[src/logic/cpld_pkg.sv]
`default_nettype none

package cpld_pkg;

    // ********************
    // vector types
    typedef logic [7:0]  addr_t;
    typedef logic [15:0] data_t;
    typedef logic [31:0] cnt_t;

    // ********************
    // bundles between blocks
    typedef struct packed {
        logic  rd;      // one-cycle read strobe
        logic  wr;      // one-cycle write strobe
        addr_t addr;
        data_t wdata;   // already un-reversed
    } bus_req_t;

    typedef struct packed {
        logic [1:0] cmode_sel;
        logic [3:0] ems;
        logic [1:0] tmp_mon;
        logic       ackm_mon;
        logic       sr_err;
        logic [1:0] pmode_sel;
        logic       en12_pndt;
        logic       eq_door2_b;
        logic       acpwr_mon;
        logic       rio_rdy;
        logic       eq_svon_b;
        logic       eq_remote_b;
        logic [1:0] saf_ems6;
        logic       ems12_pndt;
        logic [1:0] saf_ems3;
        logic [7:0] hand_in;
    } io_status_t;

    typedef struct packed {
        logic       pndt_svon;
        logic [1:0] crh;        // 00 or 11 only
        logic       ovrun_clr;
        logic [4:0] ext_disp;
        logic       rb_rdy;
        logic       rb_err;
        logic       svo;
        logic       self_son;
        logic [7:0] hand_out;
    } ctrl_regs_t;

    typedef struct packed {
        logic sel_read;     // bit 2
        logic clear;        // bit 1
        logic enable;       // bit 0
    } cnt_mode_t;

    // ********************
    // register map
    localparam addr_t ADDR_VERSION     = 8'd0;
    localparam addr_t ADDR_CMODE_SEL   = 8'd2;
    localparam addr_t ADDR_EMS         = 8'd3;
    localparam addr_t ADDR_TMP_MON     = 8'd4;
    localparam addr_t ADDR_ACKM_MON    = 8'd5;
    localparam addr_t ADDR_SR_ERR      = 8'd6;
    localparam addr_t ADDR_PMODE_SEL   = 8'd7;
    localparam addr_t ADDR_EN12_PNDT   = 8'd8;
    localparam addr_t ADDR_EQ_DOOR2_B  = 8'd9;
    localparam addr_t ADDR_ACPWR_MON   = 8'd10;
    localparam addr_t ADDR_RIO_RDY     = 8'd11;
    localparam addr_t ADDR_EQ_SVON_B   = 8'd12;
    localparam addr_t ADDR_EQ_REMOTE_B = 8'd13;
    localparam addr_t ADDR_SAF_EMS6    = 8'd14;
    localparam addr_t ADDR_EMS12_PNDT  = 8'd15;
    localparam addr_t ADDR_SAF_EMS3    = 8'd16;
    localparam addr_t ADDR_HAND_IN     = 8'd17;
    localparam addr_t ADDR_PNDT_SVON   = 8'd18;
    localparam addr_t ADDR_CRH         = 8'd19;
    localparam addr_t ADDR_OVRUN_CLR   = 8'd20;
    localparam addr_t ADDR_EXT_DISP    = 8'd21;
    localparam addr_t ADDR_RB_RDY      = 8'd22;
    localparam addr_t ADDR_RB_ERR      = 8'd23;
    localparam addr_t ADDR_SVO         = 8'd24;
    localparam addr_t ADDR_SELF_SON    = 8'd25;
    localparam addr_t ADDR_HAND_OUT    = 8'd26;
    localparam addr_t ADDR_VIN_FALL    = 8'd28;
    localparam addr_t ADDR_CNT_MODE    = 8'd29;
    localparam addr_t ADDR_CNT_B0      = 8'd30;
    localparam addr_t ADDR_CNT_B1      = 8'd31;
    localparam addr_t ADDR_CNT_B2      = 8'd32;
    localparam addr_t ADDR_CNT_B3      = 8'd33;
    localparam addr_t ADDR_TEST        = 8'd34;

    localparam data_t      CPLD_VERSION = 16'h2134;
    localparam data_t      TEST_RESET   = 16'h1234;
    localparam logic [2:0] IO_OUT_TOP   = 3'b011;   // fixed upper pins

endpackage

`default_nettype wire
[src/logic/cpld_top.sv]
`default_nettype none

module cpld_top (
    input  wire                     high_cpld_clk,
    input  wire                     rst_n,
    input  wire cpld_pkg::data_t    ifc_ad_in,
    input  wire cpld_pkg::addr_t    ifc_addr,
    input  wire                     ifc_cs,
    input  wire                     ifc_we_b,
    input  wire                     ifc_oe_b,
    input  wire                     ifc_avd,
    input  wire                     voltage_drop,
    input  wire [15:0]              io_in,
    output cpld_pkg::data_t         ifc_ad_out,
    output logic                    ifc_ad_oe,
    output logic                    irq,
    output logic [15:0]             io_out
);

    cpld_pkg::bus_req_t   bus_req;
    cpld_pkg::data_t      rdata;
    cpld_pkg::io_status_t io_status;
    cpld_pkg::ctrl_regs_t ctrl;
    cpld_pkg::cnt_mode_t  cnt_mode;
    cpld_pkg::cnt_t       cnt;
    logic                 vin_fall;

    // ********************
    // local bus slave
    ifc_slave ifc_slave_i (
        .high_cpld_clk (high_cpld_clk),
        .rst_n         (rst_n),
        .ifc_ad_in     (ifc_ad_in),
        .ifc_addr      (ifc_addr),
        .ifc_cs        (ifc_cs),
        .ifc_we_b      (ifc_we_b),
        .ifc_oe_b      (ifc_oe_b),
        .ifc_avd       (ifc_avd),
        .rdata         (rdata),
        .bus_req       (bus_req),
        .ifc_ad_out    (ifc_ad_out),
        .ifc_ad_oe     (ifc_ad_oe)
    );

    // ********************
    // registers and board pins
    reg_bank reg_bank_i (
        .high_cpld_clk (high_cpld_clk),
        .rst_n         (rst_n),
        .bus_req       (bus_req),
        .io_status     (io_status),
        .vin_fall      (vin_fall),
        .cnt           (cnt),
        .ctrl          (ctrl),
        .cnt_mode      (cnt_mode),
        .rdata         (rdata)
    );

    board_io board_io_i (
        .high_cpld_clk (high_cpld_clk),
        .rst_n         (rst_n),
        .io_in         (io_in),
        .voltage_drop  (voltage_drop),
        .ctrl          (ctrl),
        .io_status     (io_status),
        .vin_fall      (vin_fall),
        .irq           (irq),
        .io_out        (io_out)
    );

    access_counter access_counter_i (
        .high_cpld_clk (high_cpld_clk),
        .rst_n         (rst_n),
        .bus_req       (bus_req),
        .cnt_mode      (cnt_mode),
        .cnt           (cnt)
    );

endmodule

`default_nettype wire

[src/logic/reg_bank.sv]
`default_nettype none

module reg_bank (
    input  wire                         high_cpld_clk,
    input  wire                         rst_n,
    input  wire cpld_pkg::bus_req_t     bus_req,
    input  wire cpld_pkg::io_status_t   io_status,
    input  wire                         vin_fall,
    input  wire cpld_pkg::cnt_t         cnt,
    output cpld_pkg::ctrl_regs_t        ctrl,
    output cpld_pkg::cnt_mode_t         cnt_mode,
    output cpld_pkg::data_t             rdata
);

    cpld_pkg::data_t test_q;
    cpld_pkg::data_t wdata;
    cpld_pkg::data_t rd_mux;

    assign wdata = bus_req.wdata;

    // ********************
    // write decode
    always_ff @(posedge high_cpld_clk or negedge rst_n) begin
        if (!rst_n) begin
            ctrl     <= '1;     // outputs come up inactive high
            cnt_mode <= '0;
            test_q   <= cpld_pkg::TEST_RESET;
        end else if (bus_req.wr) begin
            case (bus_req.addr)
                cpld_pkg::ADDR_PNDT_SVON: ctrl.pndt_svon <= wdata[0];
                cpld_pkg::ADDR_CRH: begin
                    // 11 drops the safety loop, anything else closes it
                    ctrl.crh <= (wdata[1:0] == 2'b11) ? 2'b00 : 2'b11;
                end
                cpld_pkg::ADDR_OVRUN_CLR: ctrl.ovrun_clr <= wdata[0];
                cpld_pkg::ADDR_EXT_DISP:  ctrl.ext_disp  <= wdata[4:0];
                cpld_pkg::ADDR_RB_RDY:    ctrl.rb_rdy    <= wdata[0];
                cpld_pkg::ADDR_RB_ERR:    ctrl.rb_err    <= wdata[0];
                cpld_pkg::ADDR_SVO:       ctrl.svo       <= wdata[0];
                cpld_pkg::ADDR_SELF_SON:  ctrl.self_son  <= wdata[0];
                cpld_pkg::ADDR_HAND_OUT:  ctrl.hand_out  <= wdata[7:0];
                cpld_pkg::ADDR_CNT_MODE:  cnt_mode       <= wdata[2:0];
                cpld_pkg::ADDR_TEST:      test_q         <= wdata;
                default: ;      // read-only or unmapped
            endcase
        end
    end

    // ********************
    // read mux
    always_comb begin
        rd_mux = '0;
        case (bus_req.addr)
            cpld_pkg::ADDR_VERSION:     rd_mux        = cpld_pkg::CPLD_VERSION;
            // sampled inputs
            cpld_pkg::ADDR_CMODE_SEL:   rd_mux[1:0]   = io_status.cmode_sel;
            cpld_pkg::ADDR_EMS:         rd_mux[3:0]   = io_status.ems;
            cpld_pkg::ADDR_TMP_MON:     rd_mux[1:0]   = io_status.tmp_mon;
            cpld_pkg::ADDR_ACKM_MON:    rd_mux[0]     = io_status.ackm_mon;
            cpld_pkg::ADDR_SR_ERR:      rd_mux[0]     = io_status.sr_err;
            cpld_pkg::ADDR_PMODE_SEL:   rd_mux[1:0]   = io_status.pmode_sel;
            cpld_pkg::ADDR_EN12_PNDT:   rd_mux[0]     = io_status.en12_pndt;
            cpld_pkg::ADDR_EQ_DOOR2_B:  rd_mux[0]     = io_status.eq_door2_b;
            cpld_pkg::ADDR_ACPWR_MON:   rd_mux[0]     = io_status.acpwr_mon;
            cpld_pkg::ADDR_RIO_RDY:     rd_mux[0]     = io_status.rio_rdy;
            cpld_pkg::ADDR_EQ_SVON_B:   rd_mux[0]     = io_status.eq_svon_b;
            cpld_pkg::ADDR_EQ_REMOTE_B: rd_mux[0]     = io_status.eq_remote_b;
            cpld_pkg::ADDR_SAF_EMS6:    rd_mux[1:0]   = io_status.saf_ems6;
            cpld_pkg::ADDR_EMS12_PNDT:  rd_mux[0]     = io_status.ems12_pndt;
            cpld_pkg::ADDR_SAF_EMS3:    rd_mux[1:0]   = io_status.saf_ems3;
            cpld_pkg::ADDR_HAND_IN:     rd_mux[7:0]   = io_status.hand_in;
            // control registers
            cpld_pkg::ADDR_PNDT_SVON:   rd_mux[0]     = ctrl.pndt_svon;
            cpld_pkg::ADDR_CRH:         rd_mux[1:0]   = ctrl.crh;
            cpld_pkg::ADDR_OVRUN_CLR:   rd_mux[0]     = ctrl.ovrun_clr;
            cpld_pkg::ADDR_EXT_DISP:    rd_mux[4:0]   = ctrl.ext_disp;
            cpld_pkg::ADDR_RB_RDY:      rd_mux[0]     = ctrl.rb_rdy;
            cpld_pkg::ADDR_RB_ERR:      rd_mux[0]     = ctrl.rb_err;
            cpld_pkg::ADDR_SVO:         rd_mux[0]     = ctrl.svo;
            cpld_pkg::ADDR_SELF_SON:    rd_mux[0]     = ctrl.self_son;
            cpld_pkg::ADDR_HAND_OUT:    rd_mux[7:0]   = ctrl.hand_out;
            // status and counters
            cpld_pkg::ADDR_VIN_FALL:    rd_mux[0]     = vin_fall;
            cpld_pkg::ADDR_CNT_MODE:    rd_mux[2:0]   = cnt_mode;
            cpld_pkg::ADDR_CNT_B0:      rd_mux[7:0]   = cnt[7:0];
            cpld_pkg::ADDR_CNT_B1:      rd_mux[7:0]   = cnt[15:8];
            cpld_pkg::ADDR_CNT_B2:      rd_mux[7:0]   = cnt[23:16];
            cpld_pkg::ADDR_CNT_B3:      rd_mux[7:0]   = cnt[31:24];
            cpld_pkg::ADDR_TEST:        rd_mux        = test_q;
            default:                    rd_mux        = '0;
        endcase
    end

    // read data held until the next rd strobe
    always_ff @(posedge high_cpld_clk) begin
        if (bus_req.rd) begin
            rdata <= rd_mux;
        end
    end

    // safety loop pair must always switch together
    a_crh_pair : assert property (@(posedge high_cpld_clk) disable iff (!rst_n)
        ctrl.crh[1] == ctrl.crh[0]);

endmodule

`default_nettype wire

[src/logic/access_counter.sv]
`default_nettype none

module access_counter (
    input  wire                     high_cpld_clk,
    input  wire                     rst_n,
    input  wire cpld_pkg::bus_req_t bus_req,
    input  wire cpld_pkg::cnt_mode_t cnt_mode,
    output cpld_pkg::cnt_t          cnt
);

    cpld_pkg::cnt_t rd_cnt;
    cpld_pkg::cnt_t wr_cnt;

    // mode is taken as it was before the strobe
    always_ff @(posedge high_cpld_clk or negedge rst_n) begin
        if (!rst_n) begin
            rd_cnt <= '0;
            wr_cnt <= '0;
        end else begin
            if (bus_req.rd) begin
                if (cnt_mode.clear) begin
                    rd_cnt <= '0;
                end else if (cnt_mode.enable && cnt_mode.sel_read) begin
                    rd_cnt <= rd_cnt + 1'b1;
                end
            end
            if (bus_req.wr) begin
                if (cnt_mode.clear) begin
                    wr_cnt <= '0;
                end else if (cnt_mode.enable && !cnt_mode.sel_read) begin
                    wr_cnt <= wr_cnt + 1'b1;
                end
            end
        end
    end

    assign cnt = cnt_mode.sel_read ? rd_cnt : wr_cnt;

    // one bus event per cycle from ifc_slave
    a_one_counter : assert property (@(posedge high_cpld_clk) disable iff (!rst_n)
        !($changed(rd_cnt) && $changed(wr_cnt)));

endmodule

`default_nettype wire

[src/logic/board_io.sv]
`default_nettype none

module board_io (
    input  wire                         high_cpld_clk,
    input  wire                         rst_n,
    input  wire [15:0]                  io_in,
    input  wire                         voltage_drop,
    input  wire cpld_pkg::ctrl_regs_t   ctrl,
    output cpld_pkg::io_status_t        io_status,
    output logic                        vin_fall,
    output logic                        irq,
    output logic [15:0]                 io_out
);

    // ********************
    // input sampling
    // both connector boards share io_in, so fields overlap
    always_ff @(posedge high_cpld_clk or negedge rst_n) begin
        if (!rst_n) begin
            io_status <= '0;
        end else begin
            // board I
            io_status.cmode_sel   <= {io_in[0], io_in[2]};
            io_status.ems         <= {io_in[7], io_in[5], io_in[3], io_in[1]};
            io_status.tmp_mon     <= {io_in[6], io_in[4]};
            io_status.ackm_mon    <= io_in[8];
            io_status.sr_err      <= io_in[9];
            io_status.pmode_sel   <= {io_in[12], io_in[10]};
            io_status.en12_pndt   <= io_in[11];
            io_status.acpwr_mon   <= io_in[13];
            io_status.rio_rdy     <= io_in[14];
            io_status.eq_door2_b  <= io_in[15];
            // board II
            io_status.eq_svon_b   <= io_in[0];
            io_status.eq_remote_b <= io_in[1];
            io_status.saf_ems6    <= {io_in[4], io_in[2]};
            io_status.ems12_pndt  <= io_in[5];
            io_status.saf_ems3    <= {io_in[6], io_in[4]};
            io_status.hand_in     <= io_in[14:7];
        end
    end

    // ********************
    // voltage drop monitor
    always_ff @(posedge high_cpld_clk or negedge rst_n) begin
        if (!rst_n) begin
            irq      <= 1'b0;
            vin_fall <= 1'b0;
        end else begin
            irq      <= voltage_drop;   // level, not edge
            vin_fall <= voltage_drop;
        end
    end

    // ********************
    // output connector
    // low byte is gated by hand_out
    assign io_out[15:13] = cpld_pkg::IO_OUT_TOP;
    assign io_out[12]    = ctrl.ext_disp[0];
    assign io_out[11]    = ctrl.self_son;
    assign io_out[10]    = ctrl.ext_disp[1];
    assign io_out[9]     = ctrl.svo;
    assign io_out[8]     = ctrl.ext_disp[2];
    assign io_out[7]     = ctrl.rb_err      & ctrl.hand_out[7];
    assign io_out[6]     = ctrl.ext_disp[3] & ctrl.hand_out[6];
    assign io_out[5]     = ctrl.rb_rdy      & ctrl.hand_out[5];
    assign io_out[4]     = ctrl.ext_disp[4] & ctrl.hand_out[4];
    assign io_out[3]     = ctrl.crh[1]      & ctrl.hand_out[3];
    assign io_out[2]     = ctrl.ovrun_clr   & ctrl.hand_out[2];
    assign io_out[1]     = ctrl.crh[0]      & ctrl.hand_out[1];
    assign io_out[0]     = ctrl.pndt_svon   & ctrl.hand_out[0];

endmodule

`default_nettype wire

[src/logic/ifc_slave.sv]
`default_nettype none

module ifc_slave (
    input  wire                     high_cpld_clk,
    input  wire                     rst_n,
    input  wire cpld_pkg::data_t    ifc_ad_in,
    input  wire cpld_pkg::addr_t    ifc_addr,
    input  wire                     ifc_cs,
    input  wire                     ifc_we_b,
    input  wire                     ifc_oe_b,
    input  wire                     ifc_avd,
    input  wire cpld_pkg::data_t    rdata,
    output cpld_pkg::bus_req_t      bus_req,
    output cpld_pkg::data_t         ifc_ad_out,
    output logic                    ifc_ad_oe
);

    // ********************
    // strobe sampling, bit order {avd, oe, we}
    logic [2:0] strb_s1;
    logic [2:0] strb_s2;
    logic [2:0] strb_fall;

    always_ff @(posedge high_cpld_clk or negedge rst_n) begin
        if (!rst_n) begin
            strb_s1 <= '1;      // all strobes idle high
            strb_s2 <= '1;
        end else begin
            strb_s1 <= {ifc_avd, ifc_oe_b, ifc_we_b};
            strb_s2 <= strb_s1;
        end
    end

    assign strb_fall = strb_s2 & ~strb_s1;

    // ********************
    // bus events
    logic            avd_stb;
    logic            rd_q;
    logic            wr_q;
    cpld_pkg::addr_t addr_q;
    cpld_pkg::data_t wdata_in;

    always_ff @(posedge high_cpld_clk or negedge rst_n) begin
        if (!rst_n) begin
            avd_stb <= 1'b0;
            rd_q    <= 1'b0;
            wr_q    <= 1'b0;
        end else begin
            avd_stb <= strb_fall[2];
            rd_q    <= strb_fall[1] & ~ifc_cs;
            wr_q    <= strb_fall[0] & ~ifc_cs;
        end
    end

    // address taken one edge after the avd strobe
    always_ff @(posedge high_cpld_clk or negedge rst_n) begin
        if (!rst_n) begin
            addr_q <= '0;
        end else if (avd_stb) begin
            addr_q <= {<<{ifc_addr}};   // bus bit i is reg bit 7-i
        end
    end

    assign wdata_in = {<<{ifc_ad_in}};  // sampled by reg_bank at the wr strobe

    assign bus_req = '{rd: rd_q, wr: wr_q, addr: addr_q, wdata: wdata_in};

    // read path back to the pins
    assign ifc_ad_out = {<<{rdata}};
    assign ifc_ad_oe  = ~ifc_cs & ~ifc_oe_b;

    // master must not drop OE and WE together
    a_rd_wr_excl : assert property (@(posedge high_cpld_clk) disable iff (!rst_n)
        !(rd_q && wr_q));

endmodule

`default_nettype wire

[config.mk]
export PLATFORM = sky130hd
export DESIGN_NAME = cpld_top
export DESIGN_NICKNAME = d
export VERILOG_FILES = /design/src/logic/cpld_pkg.sv /design/src/logic/cpld_top.sv /design/src/logic/reg_bank.sv /design/src/logic/access_counter.sv /design/src/logic/board_io.sv /design/src/logic/ifc_slave.sv
export SDC_FILE = /design/constraint.sdc
export NUM_CORES = 1
export LEC_CHECK = 0
export ABC_AREA = 1
export BUFFER_PORTS_ARGS = -buffer_cell sky130_fd_sc_hd__buf_2
export CORE_ASPECT_RATIO = 1.2
export CORE_UTILIZATION = 54
export DETAILED_ROUTE_END_ITERATION = 8
export HOLD_SLACK_MARGIN = 0.02
export PLACE_DENSITY = 0.74
export RECOVER_POWER = 100
export SLEW_MARGIN = 10
export SYNTH_ARGS = -nofsm -noshare
export SYNTH_HDL_FRONTEND = slang
export SYNTH_HIERARCHICAL = 1
export SYNTH_SLANG_ARGS = --single-unit
export TNS_END_PERCENT = 20
[constraint.sdc]
create_clock -name high_cpld_clk -period 2.4 [get_ports high_cpld_clk]
set_clock_uncertainty 0.2 [all_clocks]
set_input_delay 0.48 -clock high_cpld_clk [delete_from_list [all_inputs] [get_ports high_cpld_clk]]
set_output_delay 0.48 -clock high_cpld_clk [all_outputs]
set_load 0.05 [all_outputs]
# Yosys cells after proc, flatten, opt, wreduce, memory -nomap -nowiden
# Cells that the tools add are included.
[totals] ff_bits=167 inputBits=47 output_inout_bits=34 elab_cells=121
[classes] add_sub_neg=2 n_eq_ne=33 muxes=13 bitwise_logic=15 reduce_logical=20
[ops] cell="two-way mux 32 bit" n=5
[ops] cell="equality test 8 x 5 -> 1 bit (second input constant)" n=15
[ops] cell="adder 32 x 1 -> 32 bit (second input constant)" n=2
[ops] cell="equality test 8 x 4 -> 1 bit (second input constant)" n=8
[ops] cell="equality test 8 x 3 -> 1 bit (second input constant)" n=4
[ops] cell="one-hot mux 1 bit (31 select lines)" n=1
[ops] cell="AND reduction 2 bit" n=13
[ops] cell="equality test 8 x 6 -> 1 bit (second input constant)" n=3
[ops] cell="one-hot mux 3 bit (8 select lines)" n=1
[ops] cell="one-hot mux 1 bit (9 select lines)" n=2
[ops] cell="equality test 8 x 2 -> 1 bit (second input constant)" n=2
[ops] cell="one-hot mux 8 bit (2 select lines)" n=1
[ops] cell="one-hot mux 1 bit (15 select lines)" n=1
[ops] cell="AND 1 bit" n=11
[ops] cell="one-hot mux 1 bit (11 select lines)" n=1
[ops] cell="zero test 8 bit" n=1
[ops] cell="nonzero test 2 bit" n=2
[ops] cell="AND 3 bit" n=1
[ops] cell="inverter 3 bit" n=1
[ops] cell="equality test 2 bit (second input constant)" n=1
[ops] cell="logical AND 1 bit" n=2
[ops] cell="two-way mux 2 bit" n=1
[ops] cell="inverter 1 bit" n=2
[ops] cell="OR reduction 2 bit" n=1
[ops] cell="zero test 1 bit" n=1

# Depth between registers and ports, before layout
[depth] depth_word=4 mapped_depth=10 depth_no_buf=9

# By module
# Netlist, hierarchy kept.
[modules_own_cells] module="access_counter" n_inst=1 cells_each=665 area_per_inst_um2=4196.5 seq_area_each_um2=1601.5
[modules_own_cells] module="reg_bank" n_inst=1 cells_each=404 area_per_inst_um2=3170.5 seq_area_each_um2=1487.7
[modules_own_cells] module="ifc_slave" n_inst=1 cells_each=86 area_per_inst_um2=827.0 seq_area_each_um2=432.9
[modules_own_cells] module="board_io" n_inst=1 cells_each=59 area_per_inst_um2=673.1 seq_area_each_um2=425.4

# Worst setup path after synthesis
# Ideal clock, no wire load.
[synth_timing] path_type="input -> output" startpoint="input port ifc_cs" endpoint="output port ifc_ad_oe" t_arrival_ps=1134 t_required_ps=1720 slack_ps=586 path_stages=1 path_buffers=0 path_cell_list="nor2_1"
[synth_between] elab_chain_len=2
[synth_lines] element="from (decl)" line="cpld_top.sv:8" rtl="input wire ifc_cs,"
[synth_lines] element="inverter 1 bit" line="ifc_slave.sv:71" rtl="assign ifc_ad_oe = ~ifc_cs & ~ifc_oe_b;"
[synth_lines] element="AND 1 bit" line="ifc_slave.sv:71"
[synth_lines] element="to (decl)" line="cpld_top.sv:15" rtl="output logic ifc_ad_oe,"
# Every way passes these cells.

# Worst setup path after layout
[layout_timing] startpoint="register reg_bank_i/ctrl[17] (netlist name)" endpoint="output port io_out[2]"
[layout_between] elab_chain_len=1
[layout_lines] element="AND 1 bit" line="board_io.sv:69" rtl="assign io_out[2] = ctrl.ovrun_clr & ctrl.hand_out[2];"
[layout_lines] element="to (decl)" line="cpld_top.sv:17" rtl="output logic [15:0] io_out"
# Every way passes these cells.

==> results.cfg <==
[critical_path]
crit_family = flip-flops
crit_chain = nand2_1 > inv_1 > clkbuf_1
crit_fanout = 3
worstSetupStartpointType = flop
worstSetupPathType = reg2out
worstPathRequired_ns = 1.72
cp-end-kind = primary output
slowest_stage = dfstp_2
cpPeakStageDelay_ns = 0.57
cp_num_buf_inv = 2
cp.arrival_ns = 1.57

[route]
drt_first_pass_iters = 7
wl_um = 22400
drc_errors = 0
vias = 7766
wire_per_inst_um = 15.1
ant_nets = 0
drt-initial-drc-count = 716
viasPerCell = 5.24

[global_routing]
antenna_found_initial = 0
grt_pass1_wl_um = 36200
grt_pass1_vias = 7356
grt.total_usage = 0.276
grt-ovfl-total = 0
grt_max_degree = 50

[clock_network]
clk_latency_ns = 0.43
htreeDepth = 4
clock-sinks = 153
cts_buffers = 17
path_clk_slew_ns = 0.07
cts_setup_buffers = 0
cts.root.buffer_cell = clkbuf_16
cts_resized = 0
cts_max_path_buffers = 2
cts_tree = built

[floorplanning]
initial_core_util = 0.560
core_mm2 = 0.0158
die-width_um = 119
ioPinCount = 81
die_area_mm2 = 0.0169
chipHeight_um = 142
rows = 50

[finish]
nFillCells = 1448
syn_to_final_growth_pct = 9.24
nets = 1310
drive_gt1_frac = 0.119
final_cells = 1482
post-route-util = 0.612
final_cell_mix = 358 x nand2_1, 178 x nor2_1, 126 x inv_1, 112 x nand3_1, 106 x dfrtp_1
final_common_cell = nand2_1
antenna_cells = 0

[logic_synthesis]
ys_warn_count = 6
synth_cell_types = 41
synthTopCellsByArea = dfrtp_1 30%, nand2_1 15%, dfstp_2 9.2%
yosys.area_share.simple = 0.342
synth_xor_xnor_area_share = 0
syn_area_mm2 = 0.00887
synth_top_area_share = 0.299
muxShareOfSynthArea = 0.00127
synth_top_family_by_area = simple AND/OR/NAND/NOR gates
synth-seq-area-share = 0.445
synth_cells = 1214
ys_seq_elements = 153
avgSynthCellArea_um2 = 7.30
synth_compound_area_frac = 0.0803
yosys.area.top_type = dfrtp_1
synth_fa_ha_area_frac = 0.00282

[pwr]
ir_drop_v = 0.000502
leakage_uw = 0.00475
total_power_uw = 5950
power.density_mw_per_mm2 = 614

[place]
dp_hpwl_um = 16600
io_buffers = 77
place_congestion = 0.949
placed_cells = 1428

[timing]
worstMarginPinSlew_ns = 1.11
clock.fmax_mhz = 444
hold_viol_final = 0
period_share = 0.939
rsz0062_at_grt = false
layout_min_cycle_time_ns = 2.25
finalSetupViolations = 0
slew_headroom = 0.257
finalMaxSlewViolations = 0
tns_ns = 0

[run]
cap_violations = 0

[hold_path]
hp-class = in2reg

[status]
status = complete, no violations
final cells by class:
type	count	area [µm²]	share of cell area
Tap cell	208	260	0.0269
Timing Repair Buffer	116	679	0.0701
Clock buffer	17	425	0.0439
Inverter	131	494	0.0510
Multi-Input combinational cell	842	3740	0.386
Sequential cell	153	3950	0.408
Clock inverter	15	138	0.0142
path summary, 6_finish.rpt:
path | end | slack (ns) | cells after the start | from
setup / recovery | io_out[2] | 0.15 | 3 | reg_bank_i/ctrl[17]
hold / removal | reg_bank_i/test_q[15] | 0.06 | 3 | ifc_ad_in[0]
setup reg to reg | reg_bank_i/rdata[4] | 0.20 | 8 | ifc_slave_i/addr_q[7]
hold reg to reg | ifc_slave_i/strb_s2[2] | 0.17 | 0 | ifc_slave_i/strb_s1[2]
max in group asynchronous | access_counter_i/wr_cnt[11] | 0.40 | 3 | rst_n
min in group asynchronous | board_io_i/io_status[4] | 0.35 | 2 | rst_n
logic make-up (layout without fill, tap and decap cells):
logic type,after synthesis,count (layout)
simple gates,702,702
buf+inv,220,279
flops,153,153
compound gates,134,134
fa+ha+maj,2,2
other cells,2,3
mux,1,1
Yosys cell counts:
| cell | n |
|---|---|
| nand2_1 | 355 |
| nor2_1 | 174 |
| inv_1 | 124 |
| nand3_1 | 112 |
| dfrtp_1 | 106 |
| o21ai_0 | 80 |
| buf_4 | 66 |
| a21oi_1 | 34 |
| dfstp_2 | 31 |
| edfxtp_1 | 16 |
| nand4_1 | 12 |
| buf_2 | 10 |
| nor2_2 | 9 |
| nor2_4 | 8 |
| clkbuf_1 | 7 |
| nand2_2 | 7 |
| buf_6 | 6 |
| o21a_1 | 6 |
| o21ai_1 | 6 |
| inv_2 | 5 |
| nand2_4 | 5 |
| nor3_1 | 5 |
| nand3b_1 | 4 |
| a31oi_1 | 3 |
| and3_1 | 3 |
| and2_1 | 2 |
| conb_1 | 2 |
| ha_1 | 2 |
| nor2_8 | 2 |
| a211oi_1 | 1 |
| a21boi_4 | 1 |
| a21o_1 | 1 |
| and2_4 | 1 |
| clkinv_1 | 1 |
| inv_4 | 1 |
| mux2_2 | 1 |
| nand3_2 | 1 |
| nor3_2 | 1 |
| nor3b_1 | 1 |
| o21bai_1 | 1 |
| o22ai_1 | 1 |
flip-flops by register name, summed over array words and instances, names as in the netlist, 8 cells and up:
| signal | count |
|---|---|
| reg_bank_i/rdata | 16 |
| board_io_i/io_status | 16 |
| access_counter_i/wr_cnt | 32 |
| access_counter_i/rd_cnt | 32 |
| ifc_slave_i/addr_q | 8 |
| reg_bank_i/test_q | 16 |
| reg_bank_i/ctrl | 20 |
per-stage QoR:
stage,instance area [µm²],worst slack [ns],hold slack [ns]
after floorplan,8870,0.586,-0.0156
after global placement,9020,0.497,0.156
after detailed placement,9020,0.417,0.158
after CTS,9810,0.222,0.0388
after global routing,9690,0.0792,0.0559
final,9690,0.147,0.0554
metal layers:
layer | part of all wire | wire length [µm] | global-route usage
met3 | 0.050 | 1110 | 0.0493
met5 | 0 | 0 | 0
met4 | 0.035 | 784 | 0.125
met1 | 0.43 | 9540 | 0.342
met2 | 0.49 | 10900 | 0.470
power breakdown:
group,internal [µW],switching [µW]
clock,1360,1190
combinational,159,423
sequential,2750,77.0
tightest hold or removal path, delay by kind of cell:
kind / cells / cell delay, ns
buffers and inverters: 1 / 0.08
AOI/OAI and AO/OA: 1 / 0.06
and+or+nand+nor: 1 / 0.04
timing repair:
item / 4_1_cts / 5_1_grt
setup endpoints to repair: 0 / 0
endpoints found under the hold margin: 53 / 0
hold buffers: 22 / 0
Power figures use the tool's default switching activity.
